`src/hw/xv_defs.svh`:
```
`ifndef XV_DEFS_SVH
`define XV_DEFS_SVH

// datapath sizes
`define XV_DATA_W 32
`define XV_N 4
`define XV_N_W 3
`define XV_FNS_W 2
`define XV_OP_W 3
`define XV_ADDR_W 6

// config word field positions
`define XV_SELA_LSB 0
`define XV_SELB_LSB 3
`define XV_FNS_LSB 6
`define XV_OP_LSB 6

// multiplier functions
`define XV_MUL_LO 2'd0
`define XV_MUL_HI 2'd1
`define XV_MUL_DIV2_HI 2'd2

// alu ops
`define XV_ALU_ADD 3'd0
`define XV_ALU_SUB 3'd1
`define XV_ALU_AND 3'd2
`define XV_ALU_OR 3'd3
`define XV_ALU_XOR 3'd4
`define XV_ALU_MAX 3'd5

// register map, byte addresses
`define XV_REG_CONST0 6'h00
`define XV_REG_CONST1 6'h04
`define XV_REG_MUL_CONF 6'h08
`define XV_REG_ALU_CONF 6'h0C
`define XV_REG_MUL_OUT 6'h10
`define XV_REG_ALU_OUT 6'h14

// flow bus slots
`define XV_SLOT_CONST0 0
`define XV_SLOT_CONST1 1
`define XV_SLOT_ALU 2
`define XV_SLOT_MUL 3

`define XV_RESP_OKAY 2'b00

`endif

```
`src/hw/xv_pkg.sv`:
```
`include "xv_defs.svh"

package xv_pkg;

   // one data word on the flow bus
   typedef logic signed [`XV_DATA_W-1:0] data_t;

   // full multiplier product
   typedef logic signed [2*`XV_DATA_W-1:0] prod_t;

   // slot k sits at bits 32k upward
   typedef logic [`XV_N*`XV_DATA_W-1:0] flow_bus_t;

   // 4 to 7 select nothing
   typedef logic [`XV_N_W-1:0] sel_t;

   typedef logic [`XV_FNS_W-1:0] mul_fns_t;

   typedef logic [`XV_OP_W-1:0] alu_op_t;

   // host side
   typedef logic [`XV_ADDR_W-1:0] axil_addr_t;
   typedef logic [31:0] axil_data_t;
   typedef logic [1:0] axil_resp_t;

endpackage

```
`src/hw/xv_alu.sv`:
```
`timescale 1ns/1ps
`include "xv_defs.svh"

module xv_alu
   import xv_pkg::*;
(
   input  logic       rst_reg,
   input  logic       clk,
   input  flow_bus_t  flow_bus,
   input  axil_data_t conf,
   output data_t      result
);

   sel_t    sela;
   sel_t    selb;
   alu_op_t op;
   data_t   op_a;
   data_t   op_b;
   logic    en_a;
   logic    en_b;
   data_t   res;

   assign sela = conf[`XV_SELA_LSB +: `XV_N_W];
   assign selb = conf[`XV_SELB_LSB +: `XV_N_W];
   assign op   = conf[`XV_OP_LSB +: `XV_OP_W];

   xv_inmux mux_a (
      .sel      (sela),
      .flow_bus (flow_bus),
      .data_out (op_a),
      .enabled  (en_a)
   );

   xv_inmux mux_b (
      .sel      (selb),
      .flow_bus (flow_bus),
      .data_out (op_b),
      .enabled  (en_b)
   );

   // add and sub wrap at the word width
   always_comb begin
      case (op)
         `XV_ALU_ADD: res = op_a + op_b;
         `XV_ALU_SUB: res = op_a - op_b;
         `XV_ALU_AND: res = op_a & op_b;
         `XV_ALU_OR:  res = op_a | op_b;
         `XV_ALU_XOR: res = op_a ^ op_b;
         `XV_ALU_MAX: res = (op_a > op_b) ? op_a : op_b;
         default:     res = op_a + op_b;
      endcase
   end

   always_ff @(posedge rst_reg or posedge clk) begin
      if (clk) begin
         result <= '0;
      end else if (en_a && en_b) begin
         result <= res;
      end
   end

endmodule

```
`src/hw/xv_axil_regs.sv`:
```
`timescale 1ns/1ps
`include "xv_defs.svh"

module xv_axil_regs
   import xv_pkg::*;
(
   input  logic       rst_reg,
   input  logic       clk,
   // write address and data
   input  axil_addr_t awaddr,
   input  logic       awvalid,
   output logic       awready,
   input  axil_data_t wdata,
   input  logic       wvalid,
   output logic       wready,
   // write response
   output axil_resp_t bresp,
   output logic       bvalid,
   input  logic       bready,
   // read address
   input  axil_addr_t araddr,
   input  logic       arvalid,
   output logic       arready,
   // read data
   output axil_data_t rdata,
   output axil_resp_t rresp,
   output logic       rvalid,
   input  logic       rready,
   // datapath side
   output data_t      const0,
   output data_t      const1,
   output axil_data_t mul_conf,
   output axil_data_t alu_conf,
   input  data_t      mul_out,
   input  data_t      alu_out
);

   logic       wr_accept;
   logic       rd_accept;
   axil_data_t rd_word;

   // address and data must arrive together
   assign wr_accept = awvalid && wvalid && !bvalid;
   assign awready   = wr_accept;
   assign wready    = wr_accept;

   assign arready   = !rvalid;
   assign rd_accept = arvalid && arready;

   assign bresp = `XV_RESP_OKAY;
   assign rresp = `XV_RESP_OKAY;

   always_ff @(posedge rst_reg or posedge clk) begin
      if (clk) begin
         const0   <= '0;
         const1   <= '0;
         mul_conf <= '0;
         alu_conf <= '0;
      end else if (wr_accept) begin
         // output and unmapped addresses fall through
         case (awaddr)
            `XV_REG_CONST0:   const0   <= wdata;
            `XV_REG_CONST1:   const1   <= wdata;
            `XV_REG_MUL_CONF: mul_conf <= wdata;
            `XV_REG_ALU_CONF: alu_conf <= wdata;
            default:          ;
         endcase
      end
   end

   // response pending flags
   always_ff @(posedge rst_reg or posedge clk) begin
      if (clk) begin
         bvalid <= 1'b0;
         rvalid <= 1'b0;
      end else begin
         if (wr_accept) begin
            bvalid <= 1'b1;
         end else if (bready) begin
            bvalid <= 1'b0;
         end
         if (rd_accept) begin
            rvalid <= 1'b1;
         end else if (rready) begin
            rvalid <= 1'b0;
         end
      end
   end

   always_comb begin
      case (araddr)
         `XV_REG_CONST0:   rd_word = const0;
         `XV_REG_CONST1:   rd_word = const1;
         `XV_REG_MUL_CONF: rd_word = mul_conf;
         `XV_REG_ALU_CONF: rd_word = alu_conf;
         `XV_REG_MUL_OUT:  rd_word = mul_out;
         `XV_REG_ALU_OUT:  rd_word = alu_out;
         default:          rd_word = '0;
      endcase
   end

   // sampled once at acceptance
   always_ff @(posedge rst_reg) begin
      if (rd_accept) begin
         rdata <= rd_word;
      end
   end

endmodule

```
`src/hw/xv_engine.sv`:
```
`timescale 1ns/1ps
`include "xv_defs.svh"

module xv_engine
   import xv_pkg::*;
(
   input  logic       rst_reg,
   input  logic       clk,
   input  axil_addr_t awaddr,
   input  logic       awvalid,
   output logic       awready,
   input  axil_data_t wdata,
   input  logic       wvalid,
   output logic       wready,
   output axil_resp_t bresp,
   output logic       bvalid,
   input  logic       bready,
   input  axil_addr_t araddr,
   input  logic       arvalid,
   output logic       arready,
   output axil_data_t rdata,
   output axil_resp_t rresp,
   output logic       rvalid,
   input  logic       rready
);

   data_t      const0;
   data_t      const1;
   axil_data_t mul_conf;
   axil_data_t alu_conf;
   data_t      mul_out;
   data_t      alu_out;
   flow_bus_t  flow_bus;

   xv_axil_regs regs_i (
      .rst_reg  (rst_reg),
      .clk      (clk),
      .awaddr   (awaddr),
      .awvalid  (awvalid),
      .awready  (awready),
      .wdata    (wdata),
      .wvalid   (wvalid),
      .wready   (wready),
      .bresp    (bresp),
      .bvalid   (bvalid),
      .bready   (bready),
      .araddr   (araddr),
      .arvalid  (arvalid),
      .arready  (arready),
      .rdata    (rdata),
      .rresp    (rresp),
      .rvalid   (rvalid),
      .rready   (rready),
      .const0   (const0),
      .const1   (const1),
      .mul_conf (mul_conf),
      .alu_conf (alu_conf),
      .mul_out  (mul_out),
      .alu_out  (alu_out)
   );

   // one shared bus, slot order fixed by the defs
   assign flow_bus[`XV_SLOT_CONST0*`XV_DATA_W +: `XV_DATA_W] = const0;
   assign flow_bus[`XV_SLOT_CONST1*`XV_DATA_W +: `XV_DATA_W] = const1;
   assign flow_bus[`XV_SLOT_ALU*`XV_DATA_W +: `XV_DATA_W]    = alu_out;
   assign flow_bus[`XV_SLOT_MUL*`XV_DATA_W +: `XV_DATA_W]    = mul_out;

   xv_mul mul_i (
      .rst_reg  (rst_reg),
      .clk      (clk),
      .flow_bus (flow_bus),
      .conf     (mul_conf),
      .result   (mul_out)
   );

   xv_alu alu_i (
      .rst_reg  (rst_reg),
      .clk      (clk),
      .flow_bus (flow_bus),
      .conf     (alu_conf),
      .result   (alu_out)
   );

endmodule

```
`src/hw/xv_inmux.sv`:
```
`timescale 1ns/1ps
`include "xv_defs.svh"

module xv_inmux
   import xv_pkg::*;
(
   input  sel_t      sel,
   input  flow_bus_t flow_bus,
   output data_t     data_out,
   output logic      enabled
);

   logic sel_valid;

   // only the low slot numbers exist on the bus
   assign sel_valid = (sel < `XV_N);

   always_comb begin
      data_out = '0;
      if (sel_valid) begin
         data_out = flow_bus[sel*`XV_DATA_W +: `XV_DATA_W];
      end
   end

   assign enabled = sel_valid;

endmodule

```
`src/hw/xv_mul.sv`:
```
`timescale 1ns/1ps
`include "xv_defs.svh"

module xv_mul
   import xv_pkg::*;
(
   input  logic       rst_reg,
   input  logic       clk,
   input  flow_bus_t  flow_bus,
   input  axil_data_t conf,
   output data_t      result
);

   sel_t     sela;
   sel_t     selb;
   mul_fns_t fns;
   data_t    op_a;
   data_t    op_b;
   logic     en_a;
   logic     en_b;
   data_t    op_a_reg;
   data_t    op_b_reg;
   prod_t    prod_reg;
   data_t    res_lo;
   data_t    res;

   assign sela = conf[`XV_SELA_LSB +: `XV_N_W];
   assign selb = conf[`XV_SELB_LSB +: `XV_N_W];
   assign fns  = conf[`XV_FNS_LSB +: `XV_FNS_W];

   xv_inmux mux_a (
      .sel      (sela),
      .flow_bus (flow_bus),
      .data_out (op_a),
      .enabled  (en_a)
   );

   xv_inmux mux_b (
      .sel      (selb),
      .flow_bus (flow_bus),
      .data_out (op_b),
      .enabled  (en_b)
   );

   // operand and product stages run every cycle
   always_ff @(posedge rst_reg or posedge clk) begin
      if (clk) begin
         op_a_reg <= '0;
         op_b_reg <= '0;
         prod_reg <= '0;
      end else begin
         op_a_reg <= op_a;
         op_b_reg <= op_b;
         prod_reg <= prod_t'(op_a_reg) * prod_t'(op_b_reg);
      end
   end

   assign res_lo = prod_reg[`XV_DATA_W-1:0];

   always_comb begin
      case (fns)
         `XV_MUL_LO:      res = res_lo;
         // q31 style fractional product
         `XV_MUL_HI:      res = prod_reg[2*`XV_DATA_W-2 -: `XV_DATA_W];
         `XV_MUL_DIV2_HI: res = prod_reg[2*`XV_DATA_W-1 -: `XV_DATA_W];
         default:         res = res_lo;
      endcase
   end

   // holds while a selector points at nothing
   always_ff @(posedge rst_reg or posedge clk) begin
      if (clk) begin
         result <= '0;
      end else if (en_a && en_b) begin
         result <= res;
      end
   end

endmodule

```
`config.mk`:
```
export PLATFORM = sky130hd
export DESIGN_NAME = xv_engine
export DESIGN_NICKNAME = d
export VERILOG_FILES = /design/src/hw/xv_pkg.sv /design/src/hw/xv_alu.sv /design/src/hw/xv_axil_regs.sv /design/src/hw/xv_engine.sv /design/src/hw/xv_inmux.sv /design/src/hw/xv_mul.sv
export VERILOG_INCLUDE_DIRS = /design/src /design/src/hw
export SDC_FILE = /design/constraint.sdc
export NUM_CORES = 2
export LEC_CHECK = 0
export BUFFER_PORTS_ARGS = -buffer_cell sky130_fd_sc_hd__clkbuf_2
export CAP_MARGIN = 0
export CORE_ASPECT_RATIO = 0.9
export CORE_MARGIN = 3
export CORE_UTILIZATION = 53
export DETAILED_ROUTE_END_ITERATION = 8
export MAX_ROUTING_LAYER = met4
export PLACE_DENSITY = 0.69
export REMOVE_ABC_BUFFERS = 1
export SETUP_SLACK_MARGIN = 0.2
export SLEW_MARGIN = 20
export SYNTH_ARGS = -nofsm -noshare
export SYNTH_HDL_FRONTEND = slang
export SYNTH_SLANG_ARGS = --single-unit
```
`constraint.sdc`:
```
create_clock -name rst_reg -period 13.5 [get_ports rst_reg]
set_clock_uncertainty 0.2 [all_clocks]
set_input_delay 0.675 -clock rst_reg [delete_from_list [all_inputs] [get_ports rst_reg]]
set_output_delay 0.675 -clock rst_reg [all_outputs]
set_load 0.1 [all_outputs]
```
==> results.json <==
{
  "drc": 0,
  "yosysWarningCount": 0,
  "first_pass_grt_wire_length_um": 281000,
  "final_cell_count_no_fill": 7308,
  "worstHoldPathType": "in -> async",
  "cts-hold-fix-buffers": 0,
  "grt_start_max_net_pins": 109,
  "syn_area_um2": 59000,
  "detail-route-antenna-nets": 0,
  "slew-limit-headroom_pct": 21.1,
  "ioPinCount": 92,
  "final_common_cell": "fa_1",
  "fin_worst_hold_slack_ns": -0.0104,
  "max-vdd-ir-drop_uv": 104,
  "post-route-period-util_pct": 65.7,
  "nets": 7223,
  "r2r.worst_path.cells": 26,
  "worstPathMaxFanout": 32,
  "grt_setup_unrepaired": "no",
  "num_vias": 43600,
  "routed_via_density": 5.97,
  "antenna_found_initial": 6,
  "total_die_area_um2": 115000,
  "regToRegEndpoint": "mul_i.prod_reg[59]$_DFF_PP0_",
  "cts.sink_count": 354,
  "final_routed_wirelength_across_all_metal_layers_um": 179000,
  "initialDrtViolationCount": 4208,
  "coreArea_um2": 110000,
  "synth.yosys.seq_area_share_pct": 15.3,
  "run_status": "complete, but fails checks",
  "cp.arrival_ns": 9.11,
  "worstReg2RegStart": "mul_i.op_b_reg[6]$_DFF_PP0_",
  "worstSkewPairLatency_ns": 0.61,
  "critical_path_class": "reg -> reg",
  "layout.filler_cells": 9467,
  "worst_setup_path_endpoint": "mul_i.prod_reg[59]$_DFF_PP0_",
  "hold_viol": 1,
  "initial_core_utilization_pct": 53.7,
  "areaGrowthSynthToFinish_pct": 4.98,
  "max_slew.worst_pin.slew_ns": 1.18,
  "clk_root_buffer_cell": "clkbuf_16",
  "grt-ovfl-total": 0,
  "grt.total_usage_pct": 33.1,
  "std_cell_rows": 115,
  "route.detailed.wl_per_inst_um": 24.5,
  "cts_post_setup_buffers_inserted": 0,
  "die_height_um": 322,
  "detailed_place_hpwl_um": 131000,
  "port_buf_inserts": 87,
  "final_slew_violations": 0,
  "most-common-layout-cells": "1084 x fa_1, 1061 x inv_1, 619 x nand2_1, 521 x and2_1, 304 x dfrtp_1",
  "end_kind": "register",
  "cts_resized": 0,
  "final.setup.worst_slack_ns": 4.63,
  "maxCapViolations": 0,
  "largest_register_ff_count": 64,
  "die_w_um": 358,
  "reg2reg_slack_ns": 4.63,
  "period_needed_ns": 8.87,
  "routability_cong": 0.968,
  "total_leakage_power_nw": 30.6,
  "ctsHtreeMaxLevel": 2,
  "final.setup.tns_ns": 0,
  "source_of_the_critical_timing_path": "mul_i.op_b_reg[6]$_DFF_PP0_",
  "violations": "hold timing",
  "timing.critical_path.required_ns": 13.74,
  "number_of_global_route_vias_before_repair": 46400,
  "synth-edff-count": 32,
  "inserted_clock_buffers": 42,
  "place_inst": 7224,
  "finalSetupViolCount": 0,
  "fmaxAchievable_ghz": 0.113,
  "syn-instance-count": 5962,
  "synth_top_flop_cell": "dfrtp_1",
  "critPathLaunchType": "register",
  "yosysUniqueCellTypes": 97,
  "clock_transition_at_the_registers_of_the_reported_paths_ns": 0.07,
  "dr.pass1.iters": 6,
  "powerDensity_nw_per_um2": 85.0,
  "synth_seq_cells": 354,
  "placement.setup.worst_slack_ns": 4.66,
  "cts.path.max_buffers": 3,
  "drive_gt1_share_pct": 10.4,
  "clock_tree_from_tritoncts": "built",
  "async_set_or_reset_register_ratio_after_synthesis_pct": 91.0,
  "syn_avg_cell_area_um2": 9.89
}
critical path, stage by stage (launching register included):
cell and delay (ns):
dfrtp_1 0.33, buf_4 0.39, nand2_1 0.17, inv_1 0.11, fa_1 0.41, inv_1 0.24
fa_1 0.46, inv_1 0.22, fa_1 0.50, fa_1 0.88, inv_1 0.43, fa_1 0.61
inv_1 0.06, fa_1 0.53, inv_1 0.05, fa_1 0.48, inv_1 0.05, fa_1 0.46
ha_1 0.47, nand4_1 0.25, nor3_1 0.40, o21ai_0 0.24, o211ai_1 0.15, inv_1 0.08
a21oi_1 0.17, mux2i_1 0.21, o2111ai_1 0.14
cell usage after synthesis, drive strengths merged (35+ instances only):
| cell type | instances | area, µm² |
|---|---|---|
| xnor2 | 90 | 788 |
| mux4 | 128 | 2880 |
| a22oi | 87 | 653 |
| a21oi | 199 | 1010 |
| o21ai | 139 | 714 |
| and2 | 523 | 3270 |
| nor2 | 182 | 688 |
| mux2 | 158 | 1780 |
| dfrtp | 322 | 8060 |
| nand2 | 619 | 2320 |
| a21o | 41 | 308 |
| ha | 282 | 3530 |
| nor2b | 83 | 519 |
| nand2b | 91 | 577 |
| mux2i | 35 | 350 |
| inv | 1063 | 3990 |
| fa | 1084 | 21700 |
| buf | 58 | 320 |
| clkbuf | 331 | 1240 |
kinds of logic after synthesis:
logic type	share of synthesized area [%]
buf+inv	9.42
compound gates	8.52
simple gates	13.8
mux	8.50
other cells	0.00636
flops	15.3
fa+ha+maj	42.8
xor+xnor	1.71
layout make-up:
| class | count | area (µm²) | area share (%) |
|---|---|---|---|
| multi-input cells | 4158 | 44400 | 71.8 |
| repair buffers | 186 | 1190 | 1.92 |
| flip-flops and latches | 354 | 9040 | 14.6 |
| well taps | 1462 | 1830 | 2.96 |
| clock buffers | 56 | 1130 | 1.83 |
| inverters | 1064 | 4000 | 6.46 |
| clock inverters | 22 | 260 | 0.420 |
| diodes | 6 | 15.0 | 0.0243 |
routing by layer:
metal	vias to the layer above	track usage, %	wire length (µm)	part of all wire (%)
met4	0	10.9	7160	4.0
li1	18400	-	-	-
met5	-	-	0	0
met3	348	7.88	19000	11
met2	2195	47.9	77900	44
met1	22700	46.2	74900	42
how the worst min path moves through the flow:
stage	endpoint	cells past startpoint
finish	mul_i.op_b_reg[5]$_DFF_PP0_	2
global route	regs_i.rvalid$_DFFE_PP0P_	2
CTS	regs_i.rvalid$_DFFE_PP0P_	2
detailed placement	regs_i.alu_conf[20]$_DFFE_PP0P_	1
global placement	regs_i.alu_conf[31]$_DFFE_PP0P_	1
floorplan	regs_i.alu_conf[10]$_DFFE_PP0P_	1
report_power, final:
part	switching [mW]	internal [mW]	total [mW]	leakage (nW)
registers	0.274	1.24	1.52	4.66
logic	1.63	0.935	2.56	25.3
clock network	0.512	0.675	1.19	0.671
per-stage QoR:
stage | total power, mW | utilization [%] | area, µm²
after floorplan | 3.12 | - | 57400
after global placement | 4.00 | 55.1 | 60500
after detailed placement | 4.01 | 55.1 | 60500
after CTS | 5.23 | 56.4 | 61900
after global routing | 5.56 | 56.4 | 61900
final | 5.26 | 56.4 | 61900
Power figures use the tool's default switching activity.
